**src/verilog/mips_pkg.sv**
```systemverilog
package mips_pkg;

	//////////////////////////////////////////////////////////////////////
	// Widths with a meaning
	//////////////////////////////////////////////////////////////////////
	localparam int len_exec_bus = 11;
	localparam int len_mem_bus  = 9;
	localparam int len_wb_bus   = 2;

	typedef logic [31:0] word_t;
	typedef logic [4:0]  reg_addr_t;
	typedef logic [5:0]  opcode_t;
	typedef logic [5:0]  funct_t;
	typedef logic [2:0]  aluop_t;    // Operation class from main decoder
	typedef logic [3:0]  alu_code_t;

	// link, jal_only, reg_dst, alu_src1, alu_src2, jump, jump_reg, alu code
	typedef logic [len_exec_bus-1:0] exec_bus_t;
	// bne, sb, sh, lb, lh, unsigned, branch, mem_read, mem_write
	typedef logic [len_mem_bus-1:0]  mem_bus_t;
	// reg_write, mem_to_reg
	typedef logic [len_wb_bus-1:0]   wb_bus_t;

	//////////////////////////////////////////////////////////////////////
	// Major opcodes
	//////////////////////////////////////////////////////////////////////
	localparam opcode_t op_rtype = 6'b000000;
	localparam opcode_t op_j     = 6'b000010;
	localparam opcode_t op_jal   = 6'b000011;
	localparam opcode_t op_beq   = 6'b000100;
	localparam opcode_t op_bne   = 6'b000101;
	localparam opcode_t op_addi  = 6'b001000;
	localparam opcode_t op_slti  = 6'b001010;
	localparam opcode_t op_andi  = 6'b001100;
	localparam opcode_t op_ori   = 6'b001101;
	localparam opcode_t op_xori  = 6'b001110;
	localparam opcode_t op_lui   = 6'b001111;
	localparam opcode_t op_lb    = 6'b100000;
	localparam opcode_t op_lh    = 6'b100001;
	localparam opcode_t op_lw    = 6'b100011;
	localparam opcode_t op_lbu   = 6'b100100;
	localparam opcode_t op_lhu   = 6'b100101;
	localparam opcode_t op_lwu   = 6'b100111;
	localparam opcode_t op_sb    = 6'b101000;
	localparam opcode_t op_sh    = 6'b101001;
	localparam opcode_t op_sw    = 6'b101011;

	// R-type function field
	localparam funct_t fn_sll  = 6'b000000;
	localparam funct_t fn_srl  = 6'b000010;
	localparam funct_t fn_sra  = 6'b000011;
	localparam funct_t fn_sllv = 6'b000100;
	localparam funct_t fn_srlv = 6'b000110;
	localparam funct_t fn_srav = 6'b000111;
	localparam funct_t fn_jr   = 6'b001000;
	localparam funct_t fn_jalr = 6'b001001;
	localparam funct_t fn_add  = 6'b100000;
	localparam funct_t fn_addu = 6'b100001;
	localparam funct_t fn_sub  = 6'b100010;
	localparam funct_t fn_subu = 6'b100011;
	localparam funct_t fn_and  = 6'b100100;
	localparam funct_t fn_or   = 6'b100101;
	localparam funct_t fn_xor  = 6'b100110;
	localparam funct_t fn_nor  = 6'b100111;
	localparam funct_t fn_slt  = 6'b101010;
	localparam funct_t fn_sltu = 6'b101011;

	// ALU function select
	localparam alu_code_t alu_sll  = 4'd0;
	localparam alu_code_t alu_srl  = 4'd1;
	localparam alu_code_t alu_sra  = 4'd2;
	localparam alu_code_t alu_add  = 4'd3;
	localparam alu_code_t alu_sub  = 4'd4;
	localparam alu_code_t alu_and  = 4'd5;
	localparam alu_code_t alu_or   = 4'd6;
	localparam alu_code_t alu_xor  = 4'd7;
	localparam alu_code_t alu_nor  = 4'd8;
	localparam alu_code_t alu_slt  = 4'd9;
	localparam alu_code_t alu_sltu = 4'd10;
	localparam alu_code_t alu_lui  = 4'd11;
	localparam alu_code_t alu_sllv = 4'd12;
	localparam alu_code_t alu_srlv = 4'd13;
	localparam alu_code_t alu_srav = 4'd14;
	localparam alu_code_t alu_addu = 4'd15;

	// Operation classes, 101 unused
	localparam aluop_t aop_funct = 3'b000;
	localparam aluop_t aop_add   = 3'b001;
	localparam aluop_t aop_and   = 3'b010;
	localparam aluop_t aop_or    = 3'b011;
	localparam aluop_t aop_xor   = 3'b100;
	localparam aluop_t aop_slt   = 3'b110;
	localparam aluop_t aop_lui   = 3'b111;

endpackage

```
**src/verilog/alu_control.sv**
```systemverilog
`timescale 1ns/10ps

module alu_control
(
	input  mips_pkg::funct_t    opcode_lsb,
	input  mips_pkg::aluop_t    aluop,
	output mips_pkg::alu_code_t alu_code
);
	import mips_pkg::*;

	alu_code_t funct_code; // Code picked by the R-type function field

	always_comb
	begin
		case (opcode_lsb)
			fn_sll:  funct_code = alu_sll;
			fn_srl:  funct_code = alu_srl;
			fn_sra:  funct_code = alu_sra;
			fn_sllv: funct_code = alu_sllv;
			fn_srlv: funct_code = alu_srlv;
			fn_srav: funct_code = alu_srav;
			fn_add:  funct_code = alu_add;
			fn_addu: funct_code = alu_addu;
			fn_sub:  funct_code = alu_sub;
			fn_subu: funct_code = alu_sub;
			fn_and:  funct_code = alu_and;
			fn_or:   funct_code = alu_or;
			fn_xor:  funct_code = alu_xor;
			fn_nor:  funct_code = alu_nor;
			fn_slt:  funct_code = alu_slt;
			fn_sltu: funct_code = alu_sltu;
			fn_jr, fn_jalr: funct_code = alu_add; // Link address computation
			default: funct_code = alu_add;
		endcase
	end

	// Non R-type classes ignore the function field
	always_comb
	begin
		case (aluop)
			aop_funct: alu_code = funct_code;
			aop_add:   alu_code = alu_add;
			aop_and:   alu_code = alu_and;
			aop_or:    alu_code = alu_or;
			aop_xor:   alu_code = alu_xor;
			aop_slt:   alu_code = alu_slt;
			aop_lui:   alu_code = alu_lui;
			default:   alu_code = alu_add;
		endcase
	end

endmodule

```
**src/verilog/control.sv**
```systemverilog
`timescale 1ns/10ps

module control
(
	input  mips_pkg::opcode_t   opcode,
	input  mips_pkg::funct_t    opcode_lsb,
	output mips_pkg::exec_bus_t execute_bus,
	output mips_pkg::mem_bus_t  memory_bus,
	output mips_pkg::wb_bus_t   writeback_bus
);
	import mips_pkg::*;

	// One decode row: execute flags, operation class, memory bus, write-back bus
	localparam int row_w = len_exec_bus - 4 + $bits(aluop_t) + len_mem_bus + len_wb_bus;

	logic [row_w-1:0]        ctl_row;
	logic [len_exec_bus-1:4] exec_ctl;
	aluop_t                  aluop;
	alu_code_t               alu_code;
	logic                    known_op;

	alu_control u_alu_control
	(
		.opcode_lsb (opcode_lsb),
		.aluop      (aluop),
		.alu_code   (alu_code)
	);

	//////////////////////////////////////////////////////////////////////
	// Decode table
	//////////////////////////////////////////////////////////////////////
	always_comb
	begin
		known_op = 1'b1;
		case (opcode)
			op_rtype:
			begin
				case (opcode_lsb)
					fn_sll, fn_srl, fn_sra:
						ctl_row = {7'b0011000, aop_funct, 9'b000000000, 2'b10}; // Shift by shamt
					fn_jr:
						ctl_row = {7'b0000001, aop_funct, 9'b000000000, 2'b10};
					fn_jalr:
						ctl_row = {7'b1010001, aop_funct, 9'b000000000, 2'b10};
					default:
						ctl_row = {7'b0010000, aop_funct, 9'b000000000, 2'b10};
				endcase
			end
			// Loads
			op_lb:          ctl_row = {7'b0000100, aop_add, 9'b000100010, 2'b11};
			op_lh:          ctl_row = {7'b0000100, aop_add, 9'b000010010, 2'b11};
			op_lw, op_lwu:  ctl_row = {7'b0000100, aop_add, 9'b000000010, 2'b11};
			op_lbu:         ctl_row = {7'b0000100, aop_add, 9'b000101010, 2'b11};
			op_lhu:         ctl_row = {7'b0000100, aop_add, 9'b000011010, 2'b11};
			// Stores
			op_sb:          ctl_row = {7'b0000100, aop_add, 9'b010000001, 2'b00};
			op_sh:          ctl_row = {7'b0000100, aop_add, 9'b001000001, 2'b00};
			op_sw:          ctl_row = {7'b0000100, aop_add, 9'b000000001, 2'b00};
			// ALU with immediate
			op_addi:        ctl_row = {7'b0000100, aop_add, 9'b000000100, 2'b10};
			op_andi:        ctl_row = {7'b0000100, aop_and, 9'b000000100, 2'b10};
			op_ori:         ctl_row = {7'b0000100, aop_or,  9'b000000100, 2'b10};
			op_xori:        ctl_row = {7'b0000100, aop_xor, 9'b000000100, 2'b10};
			op_lui:         ctl_row = {7'b0000100, aop_lui, 9'b000000100, 2'b10};
			op_slti:        ctl_row = {7'b0000100, aop_slt, 9'b000000000, 2'b10};
			// Branches and jumps
			op_beq:         ctl_row = {7'b0000000, aop_slt, 9'b000000100, 2'b00};
			op_bne:         ctl_row = {7'b0000000, aop_slt, 9'b100000100, 2'b00};
			op_j:           ctl_row = {7'b0000010, aop_funct, 9'b000000100, 2'b00};
			op_jal:         ctl_row = {7'b1100010, aop_add, 9'b000000000, 2'b10};
			default:
			begin
				ctl_row  = '0;
				known_op = 1'b0; // Also blanks the ALU code
			end
		endcase
	end

	assign {exec_ctl, aluop, memory_bus, writeback_bus} = ctl_row;
	assign execute_bus = {exec_ctl, known_op ? alu_code : alu_code_t'(0)};

	// Bit 5 jump, bit 4 jump_register
	always_comb
	begin
		assert #0 (!(execute_bus[5] && execute_bus[4]))
			else $error("jump and jump_register both set, opcode %b", opcode);
	end

endmodule

```
**src/verilog/register_file.sv**
```systemverilog
`timescale 1ns/10ps

module register_file
(
	input  logic                clk,
	input  logic                reset,
	input  mips_pkg::reg_addr_t rs_addr,
	input  mips_pkg::reg_addr_t rt_addr,
	output mips_pkg::word_t     rs_data,
	output mips_pkg::word_t     rt_data,
	input  logic                wb_en,
	input  mips_pkg::reg_addr_t wb_addr,
	input  mips_pkg::word_t     wb_data
);
	import mips_pkg::*;

	word_t regs [1:31]; // Register zero is not stored

	always_ff @(posedge clk)
	begin
		if (reset)
		begin
			for (int i = 1; i < 32; i++)
				regs[i] <= '0;
		end
		else if (wb_en && wb_addr != '0)
			regs[wb_addr] <= wb_data;
	end

	function automatic word_t read_port(input reg_addr_t addr);
		if (addr == '0)
			return '0;
		else if (wb_en && wb_addr == addr)
			return wb_data; // Write-through
		else
			return regs[addr];
	endfunction

	always_comb
	begin
		rs_data = read_port(rs_addr);
		rt_data = read_port(rt_addr);
	end

	// Register zero stays zero on both ports, also while it is written
	zero_reads_zero: assert property (@(posedge clk) disable iff (reset)
		(rs_addr != '0 || rs_data == '0) && (rt_addr != '0 || rt_data == '0));

endmodule

```
**src/verilog/id_ex_register.sv**
```systemverilog
`timescale 1ns/10ps

module id_ex_register
(
	input  logic                clk,
	input  logic                reset,
	input  logic                stall,
	input  logic                flush,
	input  logic                instr_valid,
	input  mips_pkg::opcode_t   opcode,
	input  mips_pkg::exec_bus_t execute_bus,
	input  mips_pkg::mem_bus_t  memory_bus,
	input  mips_pkg::wb_bus_t   writeback_bus,
	input  mips_pkg::word_t     rs_data,
	input  mips_pkg::word_t     rt_data,
	input  logic [15:0]         imm,
	input  mips_pkg::reg_addr_t rs_addr,
	input  mips_pkg::reg_addr_t rt_addr,
	input  mips_pkg::reg_addr_t rd_addr,
	input  logic [4:0]          shamt,
	output logic                ex_valid,
	output mips_pkg::exec_bus_t ex_execute_bus,
	output mips_pkg::mem_bus_t  ex_memory_bus,
	output mips_pkg::wb_bus_t   ex_writeback_bus,
	output mips_pkg::word_t     ex_rs_data,
	output mips_pkg::word_t     ex_rt_data,
	output mips_pkg::word_t     ex_imm,
	output mips_pkg::reg_addr_t ex_rs_addr,
	output mips_pkg::reg_addr_t ex_rt_addr,
	output mips_pkg::reg_addr_t ex_rd_addr,
	output logic [4:0]          ex_shamt
);
	import mips_pkg::*;

	word_t imm_ext;

	// Logical immediates are zero-extended
	always_comb
	begin
		case (opcode)
			op_andi, op_ori, op_xori: imm_ext = {16'h0000, imm};
			default:                  imm_ext = {{16{imm[15]}}, imm};
		endcase
	end

	//////////////////////////////////////////////////////////////////////
	// Control half, flush wins over stall
	//////////////////////////////////////////////////////////////////////
	always_ff @(posedge clk)
	begin
		if (reset || flush)
		begin
			ex_valid         <= 1'b0;
			ex_execute_bus   <= '0;
			ex_memory_bus    <= '0;
			ex_writeback_bus <= '0;
		end
		else if (!stall)
		begin
			ex_valid         <= instr_valid;
			ex_execute_bus   <= execute_bus;
			ex_memory_bus    <= memory_bus;
			ex_writeback_bus <= writeback_bus;
		end
	end

	// Data half
	always_ff @(posedge clk)
	begin
		if (!stall)
		begin
			ex_rs_data <= rs_data;
			ex_rt_data <= rt_data;
			ex_imm     <= imm_ext;
			ex_rs_addr <= rs_addr;
			ex_rt_addr <= rt_addr;
			ex_rd_addr <= rd_addr;
			ex_shamt   <= shamt;
		end
	end

	flush_kills: assert property (@(posedge clk) disable iff (reset)
		flush |=> !ex_valid);

	stall_holds: assert property (@(posedge clk) disable iff (reset)
		(stall && !flush) |=>
			$stable({ex_valid, ex_execute_bus, ex_memory_bus, ex_writeback_bus}));

endmodule

```
**src/verilog/decode_stage.sv**
```systemverilog
`timescale 1ns/10ps

module decode_stage
(
	input  logic                clk,
	input  logic                reset,
	input  mips_pkg::word_t     instr,
	input  logic                instr_valid,
	input  logic                stall,
	input  logic                flush,
	input  logic                wb_en,
	input  mips_pkg::reg_addr_t wb_addr,
	input  mips_pkg::word_t     wb_data,
	output logic                ex_valid,
	output mips_pkg::exec_bus_t ex_execute_bus,
	output mips_pkg::mem_bus_t  ex_memory_bus,
	output mips_pkg::wb_bus_t   ex_writeback_bus,
	output mips_pkg::word_t     ex_rs_data,
	output mips_pkg::word_t     ex_rt_data,
	output mips_pkg::word_t     ex_imm,
	output mips_pkg::reg_addr_t ex_rs_addr,
	output mips_pkg::reg_addr_t ex_rt_addr,
	output mips_pkg::reg_addr_t ex_rd_addr,
	output logic [4:0]          ex_shamt
);
	import mips_pkg::*;

	//////////////////////////////////////////////////////////////////////
	// Instruction fields
	//////////////////////////////////////////////////////////////////////
	opcode_t     opcode;
	reg_addr_t   rs;
	reg_addr_t   rt;
	reg_addr_t   rd;
	logic [4:0]  shamt;
	funct_t      funct;
	logic [15:0] imm;

	assign opcode = instr[31:26];
	assign rs     = instr[25:21];
	assign rt     = instr[20:16];
	assign rd     = instr[15:11];
	assign shamt  = instr[10:6];
	assign funct  = instr[5:0];
	assign imm    = instr[15:0]; // Extended in the pipeline register

	exec_bus_t execute_bus;
	mem_bus_t  memory_bus;
	wb_bus_t   writeback_bus;
	word_t     rs_data;
	word_t     rt_data;

	control u_control
	(
		.opcode        (opcode),
		.opcode_lsb    (funct),
		.execute_bus   (execute_bus),
		.memory_bus    (memory_bus),
		.writeback_bus (writeback_bus)
	);

	register_file u_register_file
	(
		.clk     (clk),
		.reset   (reset),
		.rs_addr (rs),
		.rt_addr (rt),
		.rs_data (rs_data),
		.rt_data (rt_data),
		.wb_en   (wb_en),
		.wb_addr (wb_addr),
		.wb_data (wb_data)
	);

	id_ex_register u_id_ex_register
	(
		.clk              (clk),
		.reset            (reset),
		.stall            (stall),
		.flush            (flush),
		.instr_valid      (instr_valid),
		.opcode           (opcode),
		.execute_bus      (execute_bus),
		.memory_bus       (memory_bus),
		.writeback_bus    (writeback_bus),
		.rs_data          (rs_data),
		.rt_data          (rt_data),
		.imm              (imm),
		.rs_addr          (rs),
		.rt_addr          (rt),
		.rd_addr          (rd),
		.shamt            (shamt),
		.ex_valid         (ex_valid),
		.ex_execute_bus   (ex_execute_bus),
		.ex_memory_bus    (ex_memory_bus),
		.ex_writeback_bus (ex_writeback_bus),
		.ex_rs_data       (ex_rs_data),
		.ex_rt_data       (ex_rt_data),
		.ex_imm           (ex_imm),
		.ex_rs_addr       (ex_rs_addr),
		.ex_rt_addr       (ex_rt_addr),
		.ex_rd_addr       (ex_rd_addr),
		.ex_shamt         (ex_shamt)
	);

endmodule

```
**config.mk**
```make
export PLATFORM = sky130hd
export DESIGN_NAME = decode_stage
export DESIGN_NICKNAME = d
export VERILOG_FILES = /design/src/verilog/mips_pkg.sv /design/src/verilog/alu_control.sv /design/src/verilog/control.sv /design/src/verilog/register_file.sv /design/src/verilog/id_ex_register.sv /design/src/verilog/decode_stage.sv
export SDC_FILE = /design/constraint.sdc
export NUM_CORES = 2
export LEC_CHECK = 0
export BUFFER_PORTS_ARGS = -buffer_cell sky130_fd_sc_hd__buf_4
export CELL_PAD_IN_SITES_DETAIL_PLACEMENT = 2
export CELL_PAD_IN_SITES_GLOBAL_PLACEMENT = 2
export CORE_ASPECT_RATIO = 1.5
export CORE_MARGIN = 5
export CORE_UTILIZATION = 48
export CTS_BUF_LIST = sky130_fd_sc_hd__clkbuf_8
export DETAILED_ROUTE_END_ITERATION = 6
export PLACE_DENSITY_LB_ADDON = 0.1
export RECOVER_POWER = 25
export SLEW_MARGIN = 15
export SYNTH_ARGS = -nofsm -noshare
export SYNTH_HDL_FRONTEND = slang
export SYNTH_SLANG_ARGS = --single-unit
```
**constraint.sdc**
```tcl
create_clock -name clk -period 3.5 [get_ports clk]
set_input_delay 0.35 -clock clk [delete_from_list [all_inputs] [get_ports clk]]
set_output_delay 0.35 -clock clk [all_outputs]
set_load 0.02 [all_outputs]
```
# --- Word-level counts from Yosys, hierarchy flattened ---
# Memory sizes are Yosys's and may differ from the RTL's.
# Index checks and enable logic that the tools add are counted.
classes:
  muxes: 15
  n_reduce_logical: 15
  n_eq_ne: 30
ops:
  columns: ["op", "count"]
  rows:
  - ["$pmux 21 s19", 1]
  - ["$mux 32", 3]
  - ["$pmux 21 s3", 1]
  - ["$eq 6x6->1 const B", 9]
  - ["$eq 6x4->1 const B", 8]
  - ["$reduce_or 32->1", 1]
  - ["$eq 6x2->1 const B", 4]
  - ["$pmux 4 s6", 1]
  - ["$reduce_or 20->1", 1]
  - ["$eq 6x3->1 const B", 2]
  - ["$logic_not 6->1", 2]
  - ["$eq 5x5->1", 2]
  - ["$logic_not 5->1", 2]
  - ["$eq 3x3->1 const B", 3]
  - ["$mux 1", 7]
  - ["$eq 3x2->1 const B", 2]
  - ["$reduce_or 3->1", 2]
  - ["$mux 5", 1]
  - ["$reduce_bool 5->1", 1]
  - ["$mux 4", 1]
  - ["$logic_and 1x1->1", 3]
  - ["$logic_not 3->1", 1]
  - ["$reduce_or 2->1", 1]
  - ["$logic_or 1x1->1", 1]
totals:
  n_memories: 2
  romBits: 256
  input_bits: 75
  output_inout_bits: 139
  ram_bits: 992
  regBits: 124
memory_table:
  columns: ["name", "words", "word_bits", "read_ports", "rd_clocked_by_memory_dff", "write_ports", "line_no", "rtl"]
  rows:
  - ["u_register_file.regs", 31, 32, 2, 0, 31, "register_file.sv:17", "word_t regs [1:31];"]
  - ["(name not given)", 64, 4, 1, 0, 0, "alu_control.sv:15", "case (opcode_lsb)"]

# --- Longest topological paths before layout ---
depth:
  depth_word: 7
  mapped_depth: 9
  mapped_depth_nobuf: 7

# --- Hierarchy ---
# Synthesis repeated with hierarchy kept, for this count alone.
unflattened:
  hier_cells: 4080
  area_unflattened_um2: 59702.3
modules_own_cells:
  columns: ["module", "cells_each", "seq_area_each_um2", "instances", "area_each_um2"]
  rows:
  - ["register_file", 3741, 30749.5, 1, 54722.5]
  - ["id_ex_register", 197, 3493.4, 1, 4016.4]
  - ["control", 100, 0.0, 1, 668.1]
  - ["alu_control", 42, 0.0, 1, 295.3]

# --- Worst setup path before layout ---
# Ideal clock, no wire load.
synth_timing:
  kind: "input to register"
  startpoint: "input port stall"
  endpoint: "register u_id_ex_register.ex_execute_bus[5]"
  t_required_ns: 3.435
  path_slack_ns: 0.566
  arrival_ns: 2.868
  cell_stages: 5
  path_buffers: 1
  path_cell_list: "clkbuf_1 inv_1 and3_1 a21oi_1 nor2_1"
synth_rtl:
  columns: ["item", "line_no", "rtl"]
  rows:
  - ["start: declaration", "decode_stage.sv:9", "input logic stall,"]
  - ["end signal: assignment", "id_ex_register.sv:61", "ex_execute_bus <= execute_bus;"]
  - ["end: declaration", "id_ex_register.sv:22", "output mips_pkg::exec_bus_t ex_execute_bus,"]

==> flow_metrics.py <==
metrics = {
    "status": {
        "outcome": "finished with violations",
        "failed_checks": "capacitance limit, slew limit",
    },
    "critical_path": {
        "start_kind": "input pin",
        "critical_path_required_ps": 4070,
        "arrival_ps": 3790,
        "setup.worst_path.end_class": "flop",
        "timing.critical_path.fanout_max": 35,
        "number_of_cells_on_the_worst_reg_to_reg_path": 5,
        "timing.rr.start": "u_register_file.regs[20][6]",
        "worst-setup-path-type": "in2reg",
        "timing.critical_path.from": "reset",
    },
    "placed_design": {
        "placement.cell_area_um2": 63300,
        "detailedPlacementHpwl_um": 144000,
        "dp.cells": 5471,
        "place.gp.congestion": 0.835,
        "buffers_added_on_ports": 213,
        "setup_slack_placement_ps": 511,
    },
    "min_path": {
        "min-delay-path-class": "in2reg",
        "timing.hold.worst_path_depth": 2,
        "worstHoldStart": "instr[16]",
    },
    "floorplanning": {
        "std_cell_rows": 158,
        "initial_core_util": 0.482,
        "dieHeight_um": 441,
        "floorplan.die_area_um2": 131000,
        "boundaryPins": 214,
        "core-area_um2": 123000,
        "die-width_um": 297,
    },
    "timing": {
        "grt_setup_unrepaired": "false",
        "report.final.slew_viol_count": 496,
        "finalCriticalPeriod_ps": 3230,
        "hold_ws_ps": 165,
        "timing_worst_slew_pin_value_ps": 2720,
        "timing.slew.headroom": -0.810,
        "setup_violations": 0,
        "clock.fmax_ghz": 0.310,
        "finalSetupTns_ps": 0,
        "final_min_period_over_clock_period": 0.922,
        "report.final.hold_viol_count": 0,
        "finClkSkew_ps": 35.4,
        "setup_ws_ps": 274,
    },
    "clock_network": {
        "cts_htree_levels": 4,
        "cts_root_buf": "clkbuf_8",
        "clock-sinks": 1137,
        "cts_buffer_depth": 3,
        "tritoncts_clock_tree": "done",
        "post_cts_clock_slew_at_the_launch_and_capture_registers_of_the_worst_setup_and_hold_paths_ps": 60,
        "cts_buffers": 180,
        "clock_insertion_delay_at_the_later_pin_of_the_skew_report_ps": 910,
    },
    "cells_and_area": {
        "synthToLayoutAreaGrowth_pct": 12.6,
        "multiInputGateArea_um2": 23800,
        "sequential_cell_area_um2": 33900,
        "design_area_um2": 67000,
        "drive_above_1_share": 0.282,
        "fin_cells": 5877,
        "filler_cell_count": 10978,
        "final_net_count": 4206,
    },
    "route": {
        "drc_errors": 0,
        "drt_iter0_drc": 4744,
        "number_of_vias_per_cell_after_detailed_routing": 6.83,
        "post_drt_wl_per_cell_um": 40.7,
        "drtAntennaViolNets": 0,
        "drt_pass1_iterations": 6,
        "dr_total_vias": 40121,
        "drt_wl_total_um": 239000,
    },
    "power": {
        "power.static_leakage_nw": 23.2,
        "pwr_density_cell_nw_per_um2": 470,
        "max-vdd-ir-drop_v": 0.000354,
    },
    "synthesis": {
        "synth-seq-area-share": 0.570,
        "syn_area_um2": 59500,
        "post-synth-top-area-fraction": 0.563,
        "synthDominantAreaCellType": "edfxtp_1",
        "yosysWarnings": 0,
        "synth.top_cells.by_area": "edfxtp_1 56%, mux4_2 19%, and2_1 10%",
        "synth_enable_flop_cells": 1115,
        "synthFlopType": "edfxtp_1",
        "synth-seq-cells": 1137,
        "post_synth.cell_area_avg_um2": 15.3,
        "proportion_of_register_bits_with_asynchronous_set_or_reset_after_synthesis": 0,
        "post_synth_num_cell_types": 64,
        "syn_inst": 3882,
    },
    "global_route": {
        "number_of_antenna_violations_at_the_first_check_in_global_routing": 21,
        "number_of_global_route_vias_before_repair": 44502,
        "overflow": 0,
        "grt_pass1_wl_um": 335000,
        "grt_util_all_layers": 0.361,
        "maximum_number_of_pins_on_one_net_before_global_route_repair": 89,
    },
    "job": {
        "maxcap_viol_count": 19,
    },
}
==> flip-flops by register name, summed over array words and instances (netlist names) <==
register                           count
u_register_file.regs                1024
u_id_ex_register.ex_rs_data           32
u_id_ex_register.ex_rt_data           32
u_id_ex_register.ex_execute_bus       11
u_id_ex_register.ex_imm                9
u_id_ex_register.ex_memory_bus         8
u_id_ex_register.ex_rs_addr            5
u_id_ex_register.ex_rt_addr            5
u_id_ex_register.ex_rd_addr            4
u_id_ex_register.ex_shamt              4
u_id_ex_register.ex_writeback_bus      2
u_id_ex_register.ex_valid              1
==> kinds of logic (layout without fill, tap and decap cells) <==
group | Yosys count | count (layout) | share of synthesized area
xor+xnor | 12 | 12 | 0.00177
fa+ha+maj | 7 | 7 | 0.00147
flops | 1137 | 1137 | 0.570
mux | 703 | 703 | 0.227
simple gates | 1256 | 1256 | 0.125
buf+inv | 442 | 795 | 0.0355
other cells | 1 | 43 | 0.0000630
compound gates | 324 | 324 | 0.0390
==> cells in the mapped netlist, types with 3 or more instances <==
cell / number
nor4_1: 3
or2_2: 33
a211oi_1: 4
nand2_1: 103
nor3_1: 5
buf_1: 12
inv_1: 7
buf_2: 72
a31oi_1: 5
nand2b_1: 9
o31a_1: 3
and2_1: 994
and3_1: 3
o22ai_1: 126
edfxtp_1: 1115
o21ai_0: 18
nand3b_1: 3
a32oi_1: 4
a22oi_1: 3
mux2i_1: 128
nor2b_1: 5
nor2_1: 62
mux4_2: 510
o2111a_1: 63
ha_1: 7
mux2_2: 65
a21boi_1: 4
a21oi_1: 18
nand3_1: 16
o21ai_1: 58
clkbuf_1: 275
dfxtp_1: 22
buf_4: 48
o211ai_1: 3
clkbuf_4: 3
buf_6: 23
nand4_1: 6
xor2_1: 10
==> area by class of cell <==
cell class,instances,area share
clock inverter,138,0.00982
antenna,11,0.000411
inverter,9,0.000541
sequential,1137,0.506
multi-input combinational,2334,0.356
tap,1600,0.0299
timing repair buffer,462,0.0592
clock buffer,186,0.0382
==> per-layer routing <==
layer / global-route usage / up-vias / part of all wire
met5: 0 / - / 0.00023
li1: - / 15443 / -
met4: 0.203 / 8 / 0.067
met1: 0.404 / 21307 / 0.34
met3: 0.0715 / 806 / 0.082
met2: 0.648 / 2557 / 0.52
==> cell usage in the layout (no fill, tap or decap), types with 6 or more instances in the layout <==
master and instances:
a21oi_1 16, and2_0 187, and2_1 807, buf_12 40, buf_4 275, clkbuf_1 51
clkbuf_2 9, clkbuf_4 10, clkbuf_8 188, clkinv_1 48, clkinv_2 16, conb_1 32
dfxtp_1 22, diode_2 11, dlygate4sd3_1 71, edfxtp_1 1115, ha_1 7, inv_1 68
mux2_2 65, mux2i_1 128, mux4_2 510, nand2_1 97, nand2_2 6, nand2b_1 7
nand3_1 16, nand4_1 6, nor2_1 35, nor2_4 27, o2111a_1 63, o21ai_0 18
o21ai_1 58, o22ai_1 126, or2_2 26, xor2_1 10
==> critical path, stage by stage <==
cell and delay (ps):
buf_4 230, nand4b_1 230, clkbuf_1 430, nor2_4 230
or2_0 1950, buf_12 290
==> where the power goes <==
part	switching, mW	internal (mW)	total [mW]
clock	5.69	5.14	10.8
sequential	0.502	15.8	16.3
combinational	2.52	1.84	4.37
total	8.72	22.8	31.5
==> per-stage QoR <==
| stage | util | power, mW |
|---|---|---|
| final | 0.543 | 31.5 |
| after global routing | 0.543 | 32.4 |
| after CTS | 0.545 | 31.5 |
| after detailed placement | 0.513 | 20.8 |
| after global placement | 0.513 | 20.5 |
| after floorplan | - | 18.9 |
==> timing repair <==
item,in CTS,in global routing
buffers inserted,0,0
hold buffers,71,0
resized for setup,0,0
endpoints found under the hold margin,1060,0
==> final timing paths <==
kind,endpoint,slack [ps]
setup / recovery,u_register_file.regs[19][9],270
hold / removal,u_id_ex_register.ex_rt_addr[0],160
setup reg to reg,u_id_ex_register.ex_rt_data[6],1350
hold reg to reg,u_id_ex_register.ex_execute_bus[6],470
(Power assumes the default switching activity.)
